[src/spartan_params.svh]
`ifndef SPARTAN_PARAMS_SVH
`define SPARTAN_PARAMS_SVH

// Memory geometry shared by the RAM, the engine and the package types

// Number of words in the dual-port RAM
`define SPARTAN_NUMWORDS 256

// Word address width, enough to reach every word
`define SPARTAN_ADDRW 8

// Data word width in bits
// Must stay a multiple of 8 so byte strobes map cleanly
`define SPARTAN_DATAW 32

`endif

[src/spartan_pkg.sv]
`default_nettype none

`include "spartan_params.svh"

package spartan_pkg;

    // One RAM data word
    typedef logic [`SPARTAN_DATAW-1:0] word_t;

    // Word address into the RAM
    typedef logic [`SPARTAN_ADDRW-1:0] addr_t;

    // Byte strobes, one bit per byte lane of word_t
    typedef logic [`SPARTAN_DATAW/8-1:0] be_t;

    // Engine job kinds
    // Fill writes a pattern, sum reads back and adds up the words
    typedef enum logic {
        op_fill = 1'b0,
        op_sum  = 1'b1
    } engine_op_t;

endpackage

`default_nettype wire

[src/spartan_bus_slave.sv]
`default_nettype none

module spartan_bus_slave
    import spartan_pkg::*;
(
    input  logic  clock_a,
    input  logic  rst_n,

    // Processor-side bus
    input  logic  bus_sel,
    input  logic  bus_wr,
    input  addr_t bus_addr,
    input  word_t bus_wdata,
    input  be_t   bus_be,
    output logic  bus_ack,
    output word_t bus_rdata,

    // RAM port A
    output logic  ce_a,
    output logic  wren_a,
    output addr_t address_a,
    output word_t data_a,
    output word_t byteena_a,
    input  word_t q_a
);

    // Read ack in flight, q_a carries the data this cycle
    logic  rd_ack;
    // Last read word, kept once q_a moves on
    word_t rdata_hold;

    // Strobed access goes straight to the RAM
    assign ce_a      = bus_sel;
    assign wren_a    = bus_sel && bus_wr;
    assign address_a = bus_addr;
    assign data_a    = bus_wdata;

    // Byte strobes to bit mask
    // Each strobe bit covers its eight data bits
    always_comb begin
        for (int i = 0; i < $bits(be_t); i++) begin
            byteena_a[8*i +: 8] = {8{bus_be[i]}};
        end
    end

    // Ack one cycle after the strobe
    // Also note whether that access was a read
    always_ff @(posedge clock_a) begin
        if (!rst_n) begin
            bus_ack <= 1'b0;
            rd_ack  <= 1'b0;
        end else begin
            bus_ack <= bus_sel;
            rd_ack  <= bus_sel && !bus_wr;
        end
    end

    // Keep the read word past the ack cycle
    // Later writes reload q_a with stale data
    always_ff @(posedge clock_a) begin
        if (rd_ack) begin
            rdata_hold <= q_a;
        end
    end

    // Live RAM data during the read ack, held copy afterwards
    assign bus_rdata = rd_ack ? q_a : rdata_hold;

endmodule

`default_nettype wire

[config.mk]
export PLATFORM = sky130hd
export DESIGN_NAME = spartan_bus_slave
export DESIGN_NICKNAME = d
export VERILOG_FILES = /design/src/spartan_pkg.sv /design/src/spartan_bus_slave.sv
export VERILOG_INCLUDE_DIRS = /design/src
export SDC_FILE = /design/constraint.sdc
export NUM_CORES = 1
export LEC_CHECK = 0
export BUFFER_PORTS_ARGS = -buffer_cell sky130_fd_sc_hd__buf_2
export CORE_MARGIN = 2
export CORE_UTILIZATION = 35
export DETAILED_ROUTE_END_ITERATION = 10
export PLACE_DENSITY = 0.8
export SYNTH_ARGS = -nofsm -noshare
export SYNTH_HDL_FRONTEND = slang
export SYNTH_SLANG_ARGS = --single-unit
[constraint.sdc]
create_clock -name clock_a -period 1.31 [get_ports clock_a]
set_clock_uncertainty 0.15 [all_clocks]
set_input_delay 0.131 -clock clock_a [delete_from_list [all_inputs] [get_ports clock_a]]
set_output_delay 0.131 -clock clock_a [all_outputs]
set_load 0.005 [all_outputs]
Yosys cells after proc, flatten, opt, wreduce, memory -nomap -nowiden
Cells that the tools add are included.
Storage, ports and cells
  bits in registers: 34
  input port bits: 80
  output and inout port bits: 107
Operators by class
  reductions and logical operators: 3
  multiplexer cells: 1
Operators with widths (count)
  2-to-1 mux 32 bit: 1
  logical AND 1 bit: 2
  zero test 1 bit: 1

Longest topological paths before layout
  depth in word-level cells: 2
  gate-level depth with buffers: 3
  depth with buffers taken out: 1

Least setup slack after synthesis
Ideal clock, no wire load.
  path type: reg2out
  start point: register rd_ack
  end point: output port bus_rdata[0]
  buffers on the path: 2
  required time: 1.029 ns
  path slack: 0.154 ns
  stages on the path, launching flop included: 4
  arrival: 0.875 ns
  path through: dfxtp_1 > buf_6 > buf_12 > mux2_4
Between the ends
  word-level cells in the longest chain between the ends: 1
RTL lines
  start: declaration: line spartan_bus_slave.sv:28  | logic rd_ack;
  start signal: assignment: line spartan_bus_slave.sv:54  | rd_ack <= bus_sel && !bus_wr;
  2-to-1 mux 32 bit
  end: declaration: line spartan_bus_slave.sv:16  | output word_t bus_rdata,
No other way between the ends.

Final worst setup path
  start point: register rd_ack
  end point: output port bus_rdata[10]
Same word-level chain as after synthesis.

==> results.txt <==
The run finished, with violations left. The checks that failed: hold timing, setup timing. Fill cells in the final layout number 475. The run gives 4947 µm as the wire length of the first global-routing pass. Setup repair after global routing could not meet its margin everywhere. The synthesized netlist contains 8 unique library cells.

The initialized floorplan defines 26 standard-cell rows. The logs give 0 for the number of antenna violations at the first check in global routing and 1.28 ns for the arrival time of the worst setup path. Once detail routing completed, the nets flagged for antenna violations numbered 0.

The fraction of layout instances using a drive strength above 1 was 0.7386. The area share of the largest cell type after synthesis works out to 0.3794. The tools report the total routing resource utilization after global routing as 0.1222.

The maximum number of buffers from clock root to sink is 2, and the mean routed wirelength per cell is 16.80 µm. For the number of vias in the routed layout, the log shows 905. The capturing element type of the critical path is an output port.

After detailed routing, the number of remaining DRC violations is 0. The power spent charging and discharging nets is 0.6831 mW. The class of the tightest hold or removal check was in -> reg. The starting density of the core was 0.3558; the number of H-tree levels was 2. STA classifies the critical path startpoint as a register.

The number of I/O pins is 187. In this run the mean area of a mapped cell was 12.29 µm². The finished cells cover 1993 µm². The run gives 0.6795 as the global placer's final weighted congestion. The repair_antennas step left the layout with diodes totalling 0.

The tools report the final hold violation count as 32. The share of synthesized flip-flops with an asynchronous set or reset was 0. The logs give 0.433 for the portion of total power attributed to sequential cells and 0 for the total congestion overflow. Synthesis produced a netlist with a net count of 226.

The number of cells produced by synthesis is 146. Clock insertion delay at the later pin of the skew report: 0.28 ns. The critical path in this run is classified as reg -> out.

For this design, the CTS-stage hold fixing added 3 buffers. Highest-delay cell along the critical path: dfxtp_4. The register bit total from synthesis is 34. The area after detailed placement came out at 1662 µm².

TritonCTS built the clock tree. The tools report the combined area of all synthesized cells as 1794 µm². Derived from the worst setup path, the maximum achievable clock frequency is 0.6402 GHz. Summed over all layers, the routed wires come to 3746 µm. The routed via count divided by cell count works out to 4.058.

The top cell type by total area after synthesis is dfxtp_1. The tools report the leakage power as 0.9509 nW. IR analysis of the VDD net gives a maximum drop of 0.4195 mV. Counting every sink on the clock net gives 34. Flip-flop cell with the highest count after synthesis: dfxtp_1. Walking the worst path, the cells encountered are clkbuf_16 > mux2_4 > buf_6. The overall power of the completed layout is 2.968 mW, and the post-CTS setup buffer count is 0. Ranked by total cell area, the synthesized netlist is headed by dfxtp_1 (38%), buf_4 (31%), mux2_4 (25%). At the pin with the least slew margin, the transition time is 0.1031 ns. The detailed placer's ending HPWL is 2881 µm, and the internal power summed over all cells is 2.285 mW. After clock tree synthesis, the clock-pin slew on the worst setup and hold paths is 0.07 ns. The die width was 75.60 µm.

The share of total power in the clock network was 0.265. Share of total power consumed by net switching: 0.2302. The run gives 32 as the number of endpoints failing setup at the final stage. The areal power density over the cells works out to 1489 nW/µm². The die covers 5715 µm².

The number of max-cap violations was 0; the number of pins with negative max-slew slack in the final report was 0. The layout overhead on the synthesized area came out at 11.09%. The share of the cycle needed by the critical path after routing is 1.192. The kind of cell with the highest combined delay along the critical path is flip-flops.

The logs give 9 for the number of violations reported at the end of detailed-routing iteration 0 and 0.3794 for the fraction of the yosys area taken by sequential cells. The tools report the net count of the finished layout as 232. Measured along the y axis, the die boundary spans 75.60 µm. The critical path contains buffers and inverters numbering 2 combined.

The cell at the root of the clock tree was clkbuf_8. For this run, the detailed router's first-pass iteration total came to 3. Worst slew margin relative to its limit: 0.9313.

The share of the core filled with cells came out at 0.3953. The CTS buffer count was 5; the Yosys warning count was 0. The post-route setup TNS is -7.698 ns. The cell with the most instances after synthesis is buf_4. The number of enable-type register cells in the synthesized netlist came out at 0. The proportion of power drawn by combinational gates is 0.302. Number of global-route vias before repair: 885. The highest net fanout along the worst path works out to 9. The number of non-filler instances in the completed layout was 223. Sorting the synthesized cells by how often they occur yields buf_4 (73), dfxtp_1 (34), mux2_4 (30). The maximum number of pins on one net before global-route repair is 20, and the data required time of the worst path is 1.03 ns. The count of buffers added on input and output ports is 70. The final hold slack is -0.05721 ns, and the longest individual stage delay on the worst path is 0.40 ns. The floorplan step defined a core boundary enclosing 5042 µm². The final worst setup slack is -0.2521 ns, and the shortest clock period the worst path allows after layout is 1.562 ns. For the number of placed cells counting well taps, the log shows 212.
[cell type report]
| cell class | count | area, µm² | share of cell area |
|---|---|---|---|
| repair buffers | 76 | 635.6 | 0.3189 |
| clock inverters | 1 | 5.005 | 0.002511 |
| multi-input cells | 35 | 494.2 | 0.2480 |
| flip-flops and latches | 34 | 684.4 | 0.3434 |
| well taps | 70 | 87.58 | 0.04394 |
| clock buffers | 7 | 86.33 | 0.04331 |
[power groups by stage]
stage	registers, mW	clock network [mW]	logic, mW
floorplan	1.29	0	0.565
global placement	1.31	0	0.628
detailed placement	1.31	0	0.643
CTS	1.28	0.819	0.897
global route	1.31	0.876	0.972
finish	1.29	0.786	0.896
[worst reg2reg max path: cells and delay by family, from the launching register on]
kind | cells | cell delay [ns]
flops | 1 | 0.40
mux | 1 | 0.31
buf+inv | 1 | 0.18
[worst paths after layout]
kind | start | to | slack, ns | depth (start not counted)
min reg2reg | rdata_hold[29] | rdata_hold[29] | 0.32 | 1
max | rd_ack | bus_rdata[10] | -0.25 | 3
max reg2reg | rd_ack | rdata_hold[23] | 0.16 | 2
min | q_a[30] | rdata_hold[30] | -0.06 | 2
[through the flow]
stage          hold slack (ns)  setup WS, ns
6_report              -0.05721       -0.2521
5_1_grt               -0.07420       -0.3104
3_5_place_dp            0.1120      0.004450
4_1_cts               -0.06777       -0.2871
3_3_place_gp            0.1120       0.01743
2_1_floorplan           0.1027        0.1539
[kinds of logic after synthesis]
logic type             share of synthesized area
muxes                                     0.2636
buffers and inverters                     0.3452
and+or+nand+nor                          0.01185
DFF                                       0.3794
[what timing repair did]
item	4_1_cts	5_1_grt
gates cloned	0	1
endpoints found under the setup margin	32	33
resized for setup	31	0
endpoints found under the hold margin	34	32
[routing by layer]
layer  vias to the layer above  track usage  share of wire
met5                         -            0              0
met1                       393       0.1034           0.31
met3                         9       0.1243           0.20
li1                        407            -              -
met4                         0      0.05068          0.017
met2                        96       0.1913           0.47
[sequential cells by signal, summed over array words and instances (netlist names)]
signal and flops:
bus_ack 1, rdata_hold 32, rd_ack 1
[cells in the final DEF, fill, tap and decap left out, drive strengths merged]
| cell | instances |
|---|---|
| dfxtp | 34 |
| clkinv | 1 |
| buf | 72 |
| dlygate4sd3 | 3 |
| and3b | 1 |
| mux2 | 32 |
| clkbuf | 8 |
| and2 | 2 |
Note: power is estimated with default switching activity, not from simulation.
