===== config.mk =====
export PLATFORM = sky130hd
export DESIGN_NAME = spartan_mem_engine
export DESIGN_NICKNAME = d
export VERILOG_FILES = /design/src/spartan_pkg.sv /design/src/spartan_mem_engine.sv
export VERILOG_INCLUDE_DIRS = /design/src
export SDC_FILE = /design/constraint.sdc
export NUM_CORES = 1
export LEC_CHECK = 0
export ABC_AREA = 1
export BUFFER_PORTS_ARGS = -buffer_cell sky130_fd_sc_hd__buf_2
export CELL_PAD_IN_SITES_DETAIL_PLACEMENT = 0
export CELL_PAD_IN_SITES_GLOBAL_PLACEMENT = 1
export CORE_ASPECT_RATIO = 1.2
export CORE_MARGIN = 1
export CORE_UTILIZATION = 33
export DETAILED_ROUTE_END_ITERATION = 6
export HOLD_SLACK_MARGIN = 0.1
export PLACE_DENSITY = 0.75
export SLEW_MARGIN = 40
export SYNTH_ARGS = -nofsm -noshare
export SYNTH_HDL_FRONTEND = slang
export SYNTH_SLANG_ARGS = --single-unit

===== constraint.sdc =====
create_clock -name clock_a -period 2.7 [get_ports clock_a]
set_input_delay 0.27 -clock clock_a [delete_from_list [all_inputs] [get_ports clock_a]]
set_output_delay 0.27 -clock clock_a [all_outputs]
set_load 0.1 [all_outputs]

===== src/spartan_params.svh =====
`ifndef SPARTAN_PARAMS_SVH
`define SPARTAN_PARAMS_SVH

// Memory geometry shared by the RAM, the engine and the package types

// Number of words in the dual-port RAM
`define SPARTAN_NUMWORDS 256

// Word address width, enough to reach every word
`define SPARTAN_ADDRW 8

// Data word width in bits
// Must stay a multiple of 8 so byte strobes map cleanly
`define SPARTAN_DATAW 32

`endif


===== src/spartan_pkg.sv =====
`default_nettype none

`include "spartan_params.svh"

package spartan_pkg;

    // One RAM data word
    typedef logic [`SPARTAN_DATAW-1:0] word_t;

    // Word address into the RAM
    typedef logic [`SPARTAN_ADDRW-1:0] addr_t;

    // Byte strobes, one bit per byte lane of word_t
    typedef logic [`SPARTAN_DATAW/8-1:0] be_t;

    // Engine job kinds
    // Fill writes a pattern, sum reads back and adds up the words
    typedef enum logic {
        op_fill = 1'b0,
        op_sum  = 1'b1
    } engine_op_t;

endpackage

`default_nettype wire


===== src/spartan_mem_engine.sv =====
`default_nettype none

`include "spartan_params.svh"

module spartan_mem_engine
    import spartan_pkg::*;
(
    input  logic                    clock_a,
    input  logic                    rst_n,

    // Job request and status
    input  logic                    eng_start,
    input  engine_op_t              eng_op,
    input  addr_t                   eng_base,
    input  logic [`SPARTAN_ADDRW:0] eng_count,
    input  word_t                   eng_pattern,
    output logic                    eng_busy,
    output logic                    eng_done,
    output word_t                   eng_sum,

    // RAM port B
    output logic                    ce_b,
    output logic                    wren_b,
    output addr_t                   address_b,
    output word_t                   data_b,
    output word_t                   byteena_b,
    input  word_t                   q_b
);

    // FSM encoding
    localparam logic [1:0] st_idle  = 2'd0;
    localparam logic [1:0] st_run   = 2'd1;
    localparam logic [1:0] st_drain = 2'd2;

    // Memory size in count width
    localparam logic [`SPARTAN_ADDRW:0] num_words = (`SPARTAN_ADDRW+1)'(`SPARTAN_NUMWORDS);

    logic [1:0]              state;
    // Words left after the current one
    logic [`SPARTAN_ADDRW:0] remaining;
    // Words between base and top of memory
    logic [`SPARTAN_ADDRW:0] room;
    logic [`SPARTAN_ADDRW:0] clip_count;
    addr_t                   cur_addr;
    engine_op_t              op_q;
    word_t                   pattern_q;
    logic                    start_ok;
    logic                    last_step;
    // Read pipeline, issue stage and return stage
    logic                    rd_issue;
    logic                    rd_vld;

    // Start only counts when idle
    assign start_ok = (state == st_idle) && eng_start;

    // Clip the region at the top of memory, no wrap
    assign room       = num_words - {1'b0, eng_base};
    assign clip_count = (eng_count > room) ? room : eng_count;

    assign last_step = (remaining == '0);

    // One RAM access per run cycle
    assign ce_b      = (state == st_run);
    assign wren_b    = ce_b && (op_q == op_fill);
    assign rd_issue  = ce_b && (op_q == op_sum);
    assign address_b = cur_addr;
    assign data_b    = pattern_q;
    // Engine always writes whole words
    assign byteena_b = '1;

    // Busy drops in the same cycle done pulses
    assign eng_busy = (state != st_idle);

    // Control FSM
    always_ff @(posedge clock_a) begin
        if (!rst_n) begin
            state     <= st_idle;
            remaining <= '0;
            eng_done  <= 1'b0;
            rd_vld    <= 1'b0;
        end else begin
            eng_done <= 1'b0;
            // Data for a read issued now shows on q_b next cycle
            rd_vld   <= rd_issue;
            case (state)
                st_idle: begin
                    if (start_ok) begin
                        state     <= st_run;
                        remaining <= clip_count - 1'b1;
                    end
                end
                st_run: begin
                    remaining <= remaining - 1'b1;
                    if (last_step) begin
                        if (op_q == op_fill) begin
                            // Last write lands at this edge
                            state    <= st_idle;
                            eng_done <= 1'b1;
                        end else begin
                            state <= st_drain;
                        end
                    end
                end
                st_drain: begin
                    // Final return is added at this edge
                    // Pipeline is empty after it
                    state    <= st_idle;
                    eng_done <= 1'b1;
                end
                default: begin
                    state <= st_idle;
                end
            endcase
        end
    end

    // Job parameters and address counter
    always_ff @(posedge clock_a) begin
        if (start_ok) begin
            cur_addr  <= eng_base;
            op_q      <= eng_op;
            pattern_q <= eng_pattern;
        end else if (ce_b) begin
            cur_addr <= cur_addr + 1'b1;
        end
    end

    // Checksum accumulator
    // Wrapping 32-bit add of each returned word
    always_ff @(posedge clock_a) begin
        if (!rst_n) begin
            eng_sum <= '0;
        end else if (start_ok) begin
            eng_sum <= '0;
        end else if (rd_vld) begin
            eng_sum <= eng_sum + q_b;
        end
    end

endmodule

`default_nettype wire


---- Yosys cells after proc, flatten, opt, wreduce, memory -nomap -nowiden ----
Cells that the tools add are included.
operators by class
  $add $sub $neg .......................... 5
  multiply operators ...................... 0
  div/mod/pow operators ................... 0
  $lt $le $gt $ge ......................... 1
  equality and inequality tests ........... 4
  shifts and indexed selects .............. 0
  mux-type cells .......................... 12
  bitwise logic cells ..................... 2
  reduce and logical (&&, ||, !) cells .... 11
operators by type and width
  kind                 number
  $add 32x32->32       1
  $mux 9               2
  $pmux 9 s2           1
  $sub 9x1->9 const B  2
  $mux 8               2
  $gt 9x9->1           1
  $logic_not 9->1      1
  $sub 9x8->9 const A  1
  $add 8x1->8 const B  1
  $mux 2               3
  $reduce_bool 2->1    3
  $pmux 2 s2           1
  $reduce_and 2->1     2
  $logic_and 1x1->1    3
  $eq 2x1->1 const B   1
  $eq 2x2->1 const B   1
  $logic_not 2->1      1
  $mux 1               2
  $ne 2x1->1 const B   1
  $ne 2x2->1 const B   1
  $not 1->1            2
  $pmux 1 s2           1
  $reduce_or 2->1      1
word-level totals
  bits in registers ....................... 86
  bits in latches ......................... 0
  memory bits (writable) .................. 0
  bits in read-only memories .............. 0
  output and inout bits ................... 108
  logic and storage cells ................. 43
  memories ................................ 0

---- Depth between registers and ports, before layout ----
Gate-level depths: netlist of run 1.
  depth in word-level cells ............... 6
  gate-level depth with buffers ........... 24

---- Least setup slack after synthesis of run 1 ----
OpenSTA, ideal clock, no wires.
  path type ............................... register to register
  from .................................... register state[1]
  to ...................................... register eng_done
  setup time .............................. 70 ps
  arrival ................................. 3315 ps
  setup slack ............................. -685 ps
  stages on the path, launching flop included .. 9
  path buffers ............................ 2
  clock period less this slack ............ 3385 ps
  cell sequence ........................... dfxtp_1 -> inv_1 -> ha_1 -> buf_2 -> inv_1 -> buf_2 -> nor2_1 -> nand2_1 -> a21oi_1
on the way
  cells in the longest elaborated chain, start to end .. 2
  elaborated cells on any way between the ends .. 3
ends and longest elaborated chain
  item                    line                      RTL
  from (decl)             spartan_mem_engine.sv:38  logic [1:0] state;
  from (signal assigned)  spartan_mem_engine.sv:77  state <= st_idle;
  from (signal assigned)  spartan_mem_engine.sv:88  state <= st_run;
  from (signal assigned)  spartan_mem_engine.sv:97  state <= st_idle;
  $eq 2x1->1              -
  via ce_b                spartan_mem_engine.sv:22  output logic ce_b,
  $pmux 1 s2              spartan_mem_engine.sv:85  case (state)
  to (signal assigned)    spartan_mem_engine.sv:79  eng_done <= 1'b0;
  to (signal assigned)    spartan_mem_engine.sv:82  eng_done <= 1'b0;
  to (signal assigned)    spartan_mem_engine.sv:98  eng_done <= 1'b1;
  to (decl)               spartan_mem_engine.sv:18  output logic eng_done,
The timed path passes the listed nets, and every way through them passes these cells.
A chain may end at the register's enable or synchronous reset.

---- Worst setup path in the final report of run 1 ----
  from .................................... input eng_base[1]
  to ...................................... register remaining[8]
on the way
  cells in the longest elaborated chain, start to end .. 6
ends and longest elaborated chain
  item                  line                      RTL
  from (decl)           spartan_mem_engine.sv:14  input addr_t eng_base,
  $sub 9x8->9 *         spartan_mem_engine.sv:57  assign room = num_words - {1'b0, eng_base};
  $gt 9x9->1            spartan_mem_engine.sv:58  assign clip_count = (eng_count > room) ? room : eng_count;
  $mux 9 *              spartan_mem_engine.sv:58
  $sub 9x1->9 *         spartan_mem_engine.sv:89  remaining <= clip_count - 1'b1;
  $mux 9 *              spartan_mem_engine.sv:87  if (start_ok) begin
  $pmux 9 s2 *          spartan_mem_engine.sv:85
  to (signal assigned)  spartan_mem_engine.sv:89
  to (signal assigned)  spartan_mem_engine.sv:93  remaining <= remaining - 1'b1;
  to (decl)             spartan_mem_engine.sv:40  logic [`SPARTAN_ADDRW:0] remaining;
Every way passes the cells marked *; elsewhere a longest branch is shown, timed or not. The select of a mux whose other input is x is not followed.

==> insert_results.sql, run 1 <==
INSERT INTO impl_metrics (metric_group, metric, value, unit) VALUES
('run_status', 'violations', 'design-rule violations', ''),
('worst_setup_path', 'worst-endpoint-required', '2970', 'ps'),
('worst_setup_path', 'timing.critical_path.fanout_max', '5', ''),
('floorplanning', 'floorplan.die.height', '150', 'microns'),
('yosys', 'postSynth.topFlopCell', 'sky130_fd_sc_hd__dfxtp_1', ''),
('global_routing', 'grt_pass1_vias', '5759', ''),
('yosys', 'yosysTopAreaCellShare', '0.205', ''),
('yosys', 'ys_types', '46', ''),
('power_and_ir_drop', 'power_density_normalized_to_cell_area', '909', 'nW/um^2'),
('clocking', 'clock-root-buffer', 'sky130_fd_sc_hd__clkbuf_16', ''),
('global_routing', 'overflow', '0', ''),
('hold_path', 'hold_path_end', 'remaining[6]$_SDFFE_PN0P_', ''),
('global_routing', 'grt_antenna_before_repair', '1', ''),
('routing', 'dr.pass1.iters', '7', ''),
('yosys', 'synth-edff-count', '41', ''),
('placed_design', 'gp_congestion', '0.868', ''),
('routing', 'post_drt_wl_per_cell', '13.7', 'microns'),
('worst_setup_path', 'start_to_end_type_of_the_worst_setup_path', 'primary input to register', ''),
('yosys', 'syn_area', '6010', 'sq um'),
('floorplanning', 'floorplan.rows', '53', ''),
('timing', 'rsz0062_at_grt', 'false', ''),
('worst_setup_path', 'worstSetupStartpointType', 'primary input', ''),
('global_routing', 'grt_start_max_net_pins', '41', ''),
('clocking', 'clockBufferDepth', '2', ''),
('floorplanning', 'core_ar', '17700', 'sq um'),
('clocking', 'htree_num_levels', '3', ''),
('floorplanning', 'die_w', '125', 'microns'),
('power_and_ir_drop', 'max-vdd-ir-drop', '0.700', 'mV'),
('power_and_ir_drop', 'p_leak', '4.15', 'nW'),
('routing', 'first_drt_iteration_drcs', '250', ''),
('clocking', 'tritoncts', 'done', ''),
('finish', 'antenna-diode-count', '0', ''),
('yosys', 'post-synth-top-area-cell', 'sky130_fd_sc_hd__edfxtp_1', ''),
('timing', 'peak_clock_frequency_supported_by_timing', '403', 'MHz'),
('finish', 'final_layout_size_suffix_gt1_frac', '0.250', ''),
('worst_setup_path', 'r2r_setup_slack', '310', 'ps'),
('timing', 'largest_clock_skew_in_the_final_design', '10.1', 'ps'),
('timing', 'timing.hold.ws', '271', 'ps'),
('timing', 'final-max-slew-violation-count', '0', ''),
('floorplanning', 'io-pin-count', '193', ''),
('yosys', 'synth-seq-cells', '86', ''),
('worst_setup_path', 'worst_r2r_path_depth', '15', ''),
('hold_path', 'min_from', 'rst_n', ''),
('clocking', 'clock_buffers_created_by_tritoncts', '9', ''),
('yosys', 'yosysSeqAreaShare', '0.355', ''),
('timing', 'final_period_minus_worst_setup_slack', '2480', 'ps'),
('yosys', 'synth.most_common_cell', 'sky130_fd_sc_hd__nand2_1', ''),
('placed_design', 'place_hpwl', '13.5', 'mm'),
('hold_path', 'hold_path_class', 'primary input to register', ''),
('run_status', 'status', 'finished, violations left', ''),
('hold_path', 'cells_on_worst_hold_path', '3', ''),
('finish', 'fin_nets', '1153', ''),
('routing', 'drt-vias-per-instance', '4.66', ''),
('global_routing', 'global_route_wire_length_before_repair', '27.5', 'mm'),
('routing', 'ant_nets', '0', ''),
('routing', 'post-route-drc-count', '20', ''),
('global_routing', 'grt_util_all_layers', '0.187', ''),
('timing', 'timing_hold_violations_final', '0', ''),
('yosys', 'netlist_top_cells_count', 'sky130_fd_sc_hd__nand2_1, sky130_fd_sc_hd__inv_1, sky130_fd_sc_hd__nor2_1', ''),
('timing', 'finalSetupViolCount', '0', ''),
('worst_setup_path', 'critical_path.endpoint_type', 'register', ''),
('routing', 'vias', '5809', ''),
('finish', 'area_growth', '30.9', '%'),
('routing', 'wl', '17.0', 'mm'),
('floorplanning', 'floorplan.initialDensity', '0.340', ''),
('yosys', 'synth_warnings', '0', ''),
('clocking', 'numClockSinks', '86', ''),
('worst_setup_path', 'cp.arrival', '2750', 'ps'),
('job', 'max_cap_viol_count', '0', ''),
('timing', 'tns', '0', 'ps'),
('placed_design', 'port_buffers', '160', '');
[layer usage]
layer	track usage	wire (microns)
met3	0.0329	739
met1	0.212	7070
met5	0	13
met2	0.346	8770
met4	0.0811	431
[sequential cells by signal (all words and copies together) (netlist names)]
name	flops
remaining	9
state	2
op_q	1
rd_vld	1
eng_sum	32
eng_done	1
data_b	32
address_b	8
[worst max-delay path, cell delays in order]
cell and delay [ps]:
sky130_fd_sc_hd__buf_2 120, sky130_fd_sc_hd__inv_1 80, sky130_fd_sc_hd__ha_2 190, sky130_fd_sc_hd__nand4_1 150, sky130_fd_sc_hd__nand2_1 120, sky130_fd_sc_hd__nand2_2 90, sky130_fd_sc_hd__ha_4 270, sky130_fd_sc_hd__nand2_1 80
sky130_fd_sc_hd__nor2_4 190, sky130_fd_sc_hd__nand3b_4 100, sky130_fd_sc_hd__nand3_4 90, sky130_fd_sc_hd__nand3_1 80, sky130_fd_sc_hd__nand3_1 100, sky130_fd_sc_hd__nand2_2 70, sky130_fd_sc_hd__inv_2 80, sky130_fd_sc_hd__ha_4 150
sky130_fd_sc_hd__nand3_4 70, sky130_fd_sc_hd__nor2_4 160, sky130_fd_sc_hd__nand2_1 70, sky130_fd_sc_hd__nand2_1 50, sky130_fd_sc_hd__nand3_1 60, sky130_fd_sc_hd__nand2_1 80, sky130_fd_sc_hd__inv_1 30
[power breakdown]
group	internal [mW]	switching [mW]	total [mW]
clock network	0.743	0.607	1.35
logic	0.803	3.06	3.87
registers	1.75	0.194	1.94
[cells in the final DEF, fill, tap and decap left out, types with 4 or more instances in the layout]
| cell | n |
|---|---|
| sky130_fd_sc_hd__nand2_2 | 11 |
| sky130_fd_sc_hd__buf_2 | 160 |
| sky130_fd_sc_hd__o21ai_0 | 54 |
| sky130_fd_sc_hd__nor2_1 | 99 |
| sky130_fd_sc_hd__ha_1 | 41 |
| sky130_fd_sc_hd__nand3_1 | 44 |
| sky130_fd_sc_hd__nand4_1 | 7 |
| sky130_fd_sc_hd__buf_4 | 27 |
| sky130_fd_sc_hd__xnor2_1 | 6 |
| sky130_fd_sc_hd__nand2_1 | 132 |
| sky130_fd_sc_hd__dlygate4sd3_1 | 33 |
| sky130_fd_sc_hd__a21o_1 | 7 |
| sky130_fd_sc_hd__xor2_1 | 23 |
| sky130_fd_sc_hd__a21oi_2 | 4 |
| sky130_fd_sc_hd__conb_1 | 32 |
| sky130_fd_sc_hd__a31oi_1 | 6 |
| sky130_fd_sc_hd__nor3_1 | 7 |
| sky130_fd_sc_hd__nand3_2 | 5 |
| sky130_fd_sc_hd__o21ai_1 | 9 |
| sky130_fd_sc_hd__clkbuf_16 | 9 |
| sky130_fd_sc_hd__inv_2 | 7 |
| sky130_fd_sc_hd__dfxtp_1 | 43 |
| sky130_fd_sc_hd__inv_1 | 118 |
| sky130_fd_sc_hd__edfxtp_1 | 41 |
| sky130_fd_sc_hd__nor2_4 | 6 |
| sky130_fd_sc_hd__a21oi_1 | 46 |
[logic make-up after synthesis]
| family | count (synthesis) | synth area share |
|---|---|---|
| compound gates | 144 | 0.135 |
| xor+xnor | 30 | 0.0437 |
| fa+ha+maj | 47 | 0.0991 |
| buf+inv | 171 | 0.127 |
| flops | 86 | 0.355 |
| other cells | 1 | 0.000624 |
| simple gates | 325 | 0.240 |
[per-stage QoR]
stage	setup WS (ps)	instance area [sq um]	power, mW	std cells	util
5_1_grt	0.884	7870	7.55	1246	0.444
4_1_cts	165	7760	7.16	1244	0.438
6_report	218	7870	7.15	1246	0.444
2_1_floorplan	7.66	6140	5.04	835	-
3_5_place_dp	-219	7110	5.75	1195	0.402
3_3_place_gp	-148	7110	5.73	1195	0.402
[final cells by class]
cell class / count / area, sq um
fillers: 1809 / 9840
multi-input cells: 578 / 3340
flip-flops and latches: 86 / 2130
repair buffers: 220 / 1330
inverters: 126 / 473
well taps: 220 / 275
clock buffers: 9 / 225
clock inverters: 7 / 87.6
[worst max-delay path by stage]
stage,start,endpoint,depth (start not counted)
6_report,eng_base[1],remaining[8]$_SDFFE_PN0P_,23
5_1_grt,eng_base[1],remaining[8]$_SDFFE_PN0P_,23
4_1_cts,eng_base[0],remaining[8]$_SDFFE_PN0P_,23
3_5_place_dp,eng_base[0],remaining[8]$_SDFFE_PN0P_,23
3_3_place_gp,eng_base[0],remaining[8]$_SDFFE_PN0P_,23
2_1_floorplan,eng_base[0],remaining[4]$_SDFFE_PN0P_,21
[what timing repair did]
action | in CTS | in global routing
endpoints found under the hold margin | 33 | 0
buffers inserted | 0 | 2
hold buffers | 33 | 0
resized for setup | 0 | 19
endpoints found under the setup margin | 0 | 4
No activity file was read; power rests on OpenSTA's default activity.
==> run 2, diff against run 1 <==
--- a/config.mk
+++ b/config.mk
@@ -11,9 +11,10 @@
 export CELL_PAD_IN_SITES_DETAIL_PLACEMENT = 0
 export CELL_PAD_IN_SITES_GLOBAL_PLACEMENT = 1
 export CORE_ASPECT_RATIO = 1.2
-export CORE_MARGIN = 1
 export CORE_UTILIZATION = 33
 export DETAILED_ROUTE_END_ITERATION = 6
+export GPL_ROUTABILITY_DRIVEN = 1
+export GPL_TIMING_DRIVEN = 0
 export HOLD_SLACK_MARGIN = 0.1
 export PLACE_DENSITY = 0.75
 export SLEW_MARGIN = 40
==> insert_results.sql, run 2 (synthesis results as in run 1) <==
INSERT INTO impl_metrics (metric_group, metric, value, unit) VALUES
('hold_path', 'hold_path_class', 'primary input to register', ''),
('finish', 'layout.cells.most_common_list', 'sky130_fd_sc_hd__buf_2, sky130_fd_sc_hd__nand2_1, sky130_fd_sc_hd__inv_1', ''),
('placed_design', 'gp_congestion', '0.829', ''),
('placed_design', 'placed_area', '7220', 'sq um'),
('power_and_ir_drop', 'p_leak', '4.26', 'nW'),
('floorplanning', 'floorplan.die.height', '150', 'microns'),
('timing', 'tns', '0', 'ps'),
('routing', 'vias', '5779', ''),
('routing', 'ant_nets', '0', ''),
('clocking', 'clock-root-buffer', 'sky130_fd_sc_hd__clkbuf_16', ''),
('global_routing', 'grt_antenna_before_repair', '1', ''),
('routing', 'post-route-drc-count', '6', ''),
('clocking', 'clock_buffers_created_by_tritoncts', '9', ''),
('finish', 'fin_nets', '1185', ''),
('routing', 'dr.pass1.iters', '7', ''),
('floorplanning', 'io-pin-count', '193', ''),
('power_and_ir_drop', 'max-vdd-ir-drop', '0.883', 'mV'),
('global_routing', 'grt_pass1_vias', '5585', ''),
('floorplanning', 'die-area', '18800', 'sq um'),
('finish', 'antenna-diode-count', '0', ''),
('job', 'max_cap_viol_count', '0', ''),
('timing', 'final-max-slew-violation-count', '0', ''),
('routing', 'drt-vias-per-instance', '4.52', ''),
('finish', 'finish.utilization', '0.462', ''),
('global_routing', 'grt_util_all_layers', '0.187', ''),
('worst_setup_path', 'timing.critical_path.from', 'eng_base[0]', ''),
('finish', 'layout.cells.most_common', 'sky130_fd_sc_hd__buf_2', ''),
('power_and_ir_drop', 'total_power', '7.14', 'mW'),
('placed_design', 'place_hpwl', '13.5', 'mm'),
('clocking', 'htree_num_levels', '3', ''),
('clocking', 'cts.clk_slew.worst_paths', '70', 'ps'),
('worst_setup_path', 'critical_path.endpoint_type', 'register', ''),
('timing', 'final_period_minus_worst_setup_slack', '2530', 'ps'),
('floorplanning', 'die_w', '125', 'microns'),
('timing', 'slew-limit-headroom', '0.627', ''),
('worst_setup_path', 'timing.rr.start', 'eng_sum[0]$_SDFFE_PP0P_', ''),
('power_and_ir_drop', 'power_density_normalized_to_cell_area', '873', 'nW/um^2'),
('clocking', 'numClockSinks', '86', ''),
('global_routing', 'global_route_wire_length_before_repair', '27.6', 'mm'),
('timing', 'peak_clock_frequency_supported_by_timing', '395', 'MHz'),
('worst_setup_path', 'cp.arrival', '2780', 'ps'),
('timing', 'timing.hold.ws', '250', 'ps'),
('finish', 'final_layout_size_suffix_gt1_frac', '0.279', ''),
('timing', 'timing_hold_violations_final', '0', ''),
('worst_setup_path', 'timing.critical_path.fanout_max', '5', ''),
('hold_path', 'min_from', 'rst_n', ''),
('clocking', 'clockBufferDepth', '2', ''),
('run_status', 'violations', 'design-rule violations', ''),
('routing', 'post_drt_wl_per_cell', '13.6', 'microns'),
('routing', 'first_drt_iteration_drcs', '313', ''),
('routing', 'wl', '17.4', 'mm'),
('floorplanning', 'floorplan.initialDensity', '0.340', ''),
('clocking', 'clkLatencyLatePin', '360', 'ps'),
('placed_design', 'port_buffers', '160', ''),
('finish', 'number_of_filler_cells_placed_in_the_layout', '1837', ''),
('worst_setup_path', 'worstSetupStartpointType', 'primary input', ''),
('clocking', 'tritoncts', 'done', ''),
('floorplanning', 'floorplan.rows', '53', ''),
('finish', 'area_growth', '36.1', '%'),
('finish', 'post-route-cell-area', '8180', 'sq um'),
('timing', 'finalSetupViolCount', '0', ''),
('worst_setup_path', 'worst-endpoint-required', '2960', 'ps'),
('floorplanning', 'core_ar', '17700', 'sq um'),
('timing', 'worst_slew_pin_slew', '559', 'ps'),
('worst_setup_path', 'start_to_end_type_of_the_worst_setup_path', 'primary input to register', ''),
('global_routing', 'overflow', '0', ''),
('global_routing', 'grt_start_max_net_pins', '43', ''),
('timing', 'largest_clock_skew_in_the_final_design', '8.26', 'ps'),
('timing', 'min_period_over_period', '0.937', ''),
('timing', 'rsz0062_at_grt', 'true', ''),
('run_status', 'status', 'finished, violations left', '');
==> run 2: cell types whose count changed in the layout (fill, tap and decap cells not counted), moves of 2 or more <==
cell / change
sky130_fd_sc_hd__buf_4: +18
sky130_fd_sc_hd__clkbuf_1: +9
sky130_fd_sc_hd__nand2_1: -5
sky130_fd_sc_hd__nand3_1: -5
sky130_fd_sc_hd__nand3_2: +4
sky130_fd_sc_hd__inv_1: -3
sky130_fd_sc_hd__inv_4: +3
sky130_fd_sc_hd__nand2_2: +3
sky130_fd_sc_hd__clkinv_4: +2
sky130_fd_sc_hd__ha_4: +2
sky130_fd_sc_hd__inv_6: -2
sky130_fd_sc_hd__nand2_4: +2
sky130_fd_sc_hd__nor2_4: +2
==> run 2: layout make-up <==
type	count	area [sq um]	area share
well taps	220	275	0.0336
flip-flops and latches	86	2130	0.261
clock inverters	7	76.3	0.00933
inverters	126	485	0.0593
clock buffers	9	225	0.0275
plain buffers	45	293	0.0358
multi-input cells	578	3440	0.421
repair buffers	207	1250	0.153
==> run 2: critical path: stages <==
cell and delay, ps:
sky130_fd_sc_hd__buf_2 130, sky130_fd_sc_hd__inv_4 90, sky130_fd_sc_hd__ha_4 140, sky130_fd_sc_hd__nand4_1 150
sky130_fd_sc_hd__inv_2 120, sky130_fd_sc_hd__nand3_4 90, sky130_fd_sc_hd__ha_4 290, sky130_fd_sc_hd__nand2_4 60
sky130_fd_sc_hd__nor2_4 180, sky130_fd_sc_hd__nand3b_4 100, sky130_fd_sc_hd__nand3_4 130, sky130_fd_sc_hd__nand2_4 80
sky130_fd_sc_hd__nand2_2 80, sky130_fd_sc_hd__nand3_2 70, sky130_fd_sc_hd__o21ai_2 90, sky130_fd_sc_hd__inv_2 70
sky130_fd_sc_hd__ha_4 170, sky130_fd_sc_hd__nand3_4 70, sky130_fd_sc_hd__nor2_4 50, sky130_fd_sc_hd__xor2_1 160
sky130_fd_sc_hd__o21bai_1 140, sky130_fd_sc_hd__inv_1 50
==> run 2: path summary, 6_finish.rpt <==
check	to	slack (ps)	cells past startpoint
worst max-delay path	remaining[4]$_SDFFE_PN0P_	170	22
worst min-delay path	rd_vld$_SDFF_PN0_	250	3
worst max register to register	eng_sum[24]$_SDFFE_PP0P_	260	15
worst min register to register	eng_sum[0]$_SDFFE_PP0P_	490	2
==> run 2: metrics by stage <==
stage          std cells  setup slack (ps)
2_1_floorplan        835              7.66
4_1_cts             1268             -2.44
3_3_place_gp        1215              -877
6_report            1278               171
5_1_grt             1278             -26.5
3_5_place_dp        1215              -570
==> run 2: report_power, final <==
part / internal (mW) / total, mW / switching, mW
combinational: 0.812 / 3.92 / 3.10
clock: 0.659 / 1.29 / 0.629
sequential: 1.75 / 1.94 / 0.190
==> run 2: per-layer routing <==
metal / track usage / up-vias / part of all wire / wire length (microns)
met5: 0 / - / 0.00075 / 13
met4: 0.0640 / 2 / 0.017 / 290
met3: 0.0368 / 16 / 0.034 / 593
met2: 0.346 / 109 / 0.52 / 9060
met1: 0.214 / 2586 / 0.43 / 7470
li1: - / 3066 / - / -
==> run 2: timing repair <==
item / in CTS / in global routing
setup buffers: 5 / 9
hold buffers: 32 / 1
resized for setup: 5 / 47
hold endpoints to repair: 32 / 1
endpoints found under the setup margin: 23 / 8
pin swaps: 6 / 24
==> run 3, diff against run 2 <==
--- a/config.mk
+++ b/config.mk
@@ -7,7 +7,7 @@
 export NUM_CORES = 1
 export LEC_CHECK = 0
 export ABC_AREA = 1
-export BUFFER_PORTS_ARGS = -buffer_cell sky130_fd_sc_hd__buf_2
+export BUFFER_PORTS_ARGS = -buffer_cell sky130_fd_sc_hd__clkbuf_2
 export CELL_PAD_IN_SITES_DETAIL_PLACEMENT = 0
 export CELL_PAD_IN_SITES_GLOBAL_PLACEMENT = 1
 export CORE_ASPECT_RATIO = 1.2
==> insert_results.sql, run 3 (synthesis results as in run 1) <==
INSERT INTO impl_metrics (metric_group, metric, value, unit) VALUES
('worst_setup_path', 'path_cells', 'clkbuf_2 > inv_2 > ha_4 > nand4_1 > inv_2 > nand2_1 > nand2_1 > ha_4 > nand2_1 > nand2_1 > a21oi_4 > nand3_4 > nand2_4 > nand2_1 > nand3_2 > nand2_2 > inv_2 > ha_4 > nand3_4 > nor2_4 > buf_4 > nand3_1 > a31oi_1', ''),
('run_status', 'violations', 'design-rule violations', ''),
('floorplanning', 'die-area', '18800', 'sq um'),
('placed_design', 'gp_congestion', '0.832', ''),
('clocking', 'htree_num_levels', '3', ''),
('worst_setup_path', 'worstSetupStartpointType', 'primary input', ''),
('routing', 'ant_nets', '0', ''),
('clocking', 'tritoncts', 'done', ''),
('timing', 'min_period_over_period', '0.975', ''),
('finish', 'final_layout_size_suffix_gt1_frac', '0.277', ''),
('worst_setup_path', 'cp.arrival', '2920', 'ps'),
('global_routing', 'grt_pass1_vias', '5412', ''),
('routing', 'm1WireLength', '7.32', 'mm'),
('power_and_ir_drop', 'total_power', '7.14', 'mW'),
('timing', 'timing_hold_violations_final', '0', ''),
('clocking', 'clock-root-buffer', 'sky130_fd_sc_hd__clkbuf_16', ''),
('worst_setup_path', 'start_to_end_type_of_the_worst_setup_path', 'primary input to register', ''),
('global_routing', 'overflow', '0', ''),
('worst_setup_path', 'critical_path.endpoint_type', 'register', ''),
('power_and_ir_drop', 'max-vdd-ir-drop', '0.637', 'mV'),
('timing', 'worst_slew_pin_slew', '586', 'ps'),
('finish', 'number_of_filler_cells_placed_in_the_layout', '1810', ''),
('placed_design', 'port_buffers', '160', ''),
('finish', 'layout.cells.most_common_list', 'sky130_fd_sc_hd__clkbuf_2, sky130_fd_sc_hd__nand2_1, sky130_fd_sc_hd__inv_1', ''),
('power_and_ir_drop', 'power_density_normalized_to_cell_area', '879', 'nW/um^2'),
('routing', 'wl', '17.1', 'mm'),
('finish', 'area_growth', '35.2', '%'),
('routing', 'vias', '5722', ''),
('routing', 'drt-vias-per-instance', '4.48', ''),
('global_routing', 'grt_start_max_net_pins', '43', ''),
('placed_design', 'dpl_worst_slack', '-556', 'ps'),
('hold_path', 'hold_path_class', 'primary input to register', ''),
('timing', 'slew-limit-headroom', '0.611', ''),
('floorplanning', 'core_ar', '17700', 'sq um'),
('worst_setup_path', 'critical-path-top-cell-by-count', 'sky130_fd_sc_hd__nand2_1', ''),
('placed_design', 'placed_cells_incl_taps', '1215', ''),
('clocking', 'cts.clk_slew.worst_paths', '70', 'ps'),
('routing', 'post_drt_wl_per_cell', '13.4', 'microns'),
('worst_setup_path', 'cp_slowest_cell', 'sky130_fd_sc_hd__ha_4', ''),
('placed_design', 'placed_area', '7220', 'sq um'),
('hold_path', 'cells_on_worst_hold_path', '3', ''),
('finish', 'antenna-diode-count', '0', ''),
('finish', 'final-instance-count-excl-fill', '1276', ''),
('run_status', 'status', 'finished, violations left', ''),
('timing', 'largest_clock_skew_in_the_final_design', '6.83', 'ps'),
('timing', 'peak_clock_frequency_supported_by_timing', '380', 'MHz'),
('routing', 'dr_wl_met2', '8.83', 'mm'),
('routing', 'first_drt_iteration_drcs', '334', ''),
('worst_setup_path', 'worst_r2r_path_depth', '15', ''),
('timing', 'final-max-slew-violation-count', '0', ''),
('clocking', 'clkLatencyLatePin', '350', 'ps'),
('routing', 'dr.pass1.iters', '7', ''),
('finish', 'post-route-cell-area', '8130', 'sq um'),
('floorplanning', 'floorplan.die.height', '150', 'microns'),
('clocking', 'numClockSinks', '86', ''),
('routing', 'post-route-drc-count', '16', ''),
('finish', 'layout.cells.most_common', 'sky130_fd_sc_hd__clkbuf_2', ''),
('global_routing', 'grt_antenna_before_repair', '0', ''),
('floorplanning', 'io-pin-count', '193', ''),
('worst_setup_path', 'worst-endpoint-required', '2980', 'ps'),
('routing', 'highest_signal_layer', 'met4', ''),
('timing', 'final_period_minus_worst_setup_slack', '2630', 'ps'),
('clocking', 'clockBufferDepth', '2', ''),
('timing', 'finalSetupViolCount', '0', ''),
('timing', 'finalWorstSetupSlack', '68.2', 'ps'),
('routing', 'detailroute.wirelength.met3', '601', 'microns'),
('worst_setup_path', 'max_stage_delay', '220', 'ps'),
('floorplanning', 'die_w', '125', 'microns'),
('global_routing', 'global_route_wire_length_before_repair', '26.9', 'mm'),
('placed_design', 'place_hpwl', '13.4', 'mm'),
('clocking', 'clock_buffers_created_by_tritoncts', '9', ''),
('floorplanning', 'floorplan.initialDensity', '0.340', ''),
('power_and_ir_drop', 'p_leak', '4.25', 'nW'),
('global_routing', 'grt_util_all_layers', '0.184', ''),
('finish', 'fin_nets', '1183', ''),
('floorplanning', 'floorplan.rows', '53', ''),
('worst_setup_path', 'timing.critical_path.fanout_max', '6', ''),
('job', 'max_cap_viol_count', '0', '');
run 3: changes by cell type in the layout (fill, tap and decap cells not counted), sizes merged:
cell	change
clkbuf	+158
buf	-160
inv	+1
clkinv	-1
run 3: metrics by stage:
step	utilization	hold slack [ps]	setup TNS, ps
2_1_floorplan	-	369	0
3_3_place_gp	0.408	447	-27540
3_5_place_dp	0.408	449	-4530
4_1_cts	0.447	228	0
5_1_grt	0.459	264	-134
6_report	0.459	242	0
run 3: metal layers:
layer	vias up	GRT usage
li1	3066	-
met1	2520	0.208
met2	115	0.346
met3	21	0.0268
met4	0	0.0707
met5	-	0
run 3: critical path, delay by kind of cell:
family                   cells  cell delay, ps
adder cells (fa/ha/maj)      3             530
AO/OA/AOI/OAI                2             340
buffers and inverters        5             560
AND/OR/NAND/NOR             13            1180
run 3: path summary, 6_finish.rpt:
kind	start	end	slack (ps)
setup / recovery	eng_base[0]	remaining[6]$_SDFFE_PN0P_	70
hold / removal	rst_n	rd_vld$_SDFF_PN0_	240
setup reg to reg	eng_sum[0]$_SDFFE_PP0P_	eng_sum[24]$_SDFFE_PP0P_	250
hold reg to reg	eng_sum[0]$_SDFFE_PP0P_	eng_sum[0]$_SDFFE_PP0P_	490
run 3: area by class of cell:
type | count | area [sq um] | area share
Inverter | 126 | 478 | 0.0588
Timing Repair Buffer | 205 | 1220 | 0.151
Clock buffer | 9 | 225 | 0.0277
Buffer | 45 | 293 | 0.0360
Tap cell | 220 | 275 | 0.0339
Multi-Input combinational cell | 578 | 3430 | 0.422
Sequential cell | 86 | 2130 | 0.263
Clock inverter | 7 | 71.3 | 0.00877
run 3: what timing repair did:
action | in CTS | in global routing
endpoints found under the hold margin | 33 | 0
hold buffers | 33 | 0
buffers inserted | 5 | 7
pin swaps | 6 | 25
setup endpoints to repair | 23 | 6
gates resized for setup | 5 | 37
run 3: report_power, final:
part | total, mW | internal, mW | switching, mW
combinational | 3.93 | 0.821 | 3.11
sequential | 1.94 | 1.75 | 0.193
clock | 1.28 | 0.657 | 0.620
total | 7.14 | 3.22 | 3.92
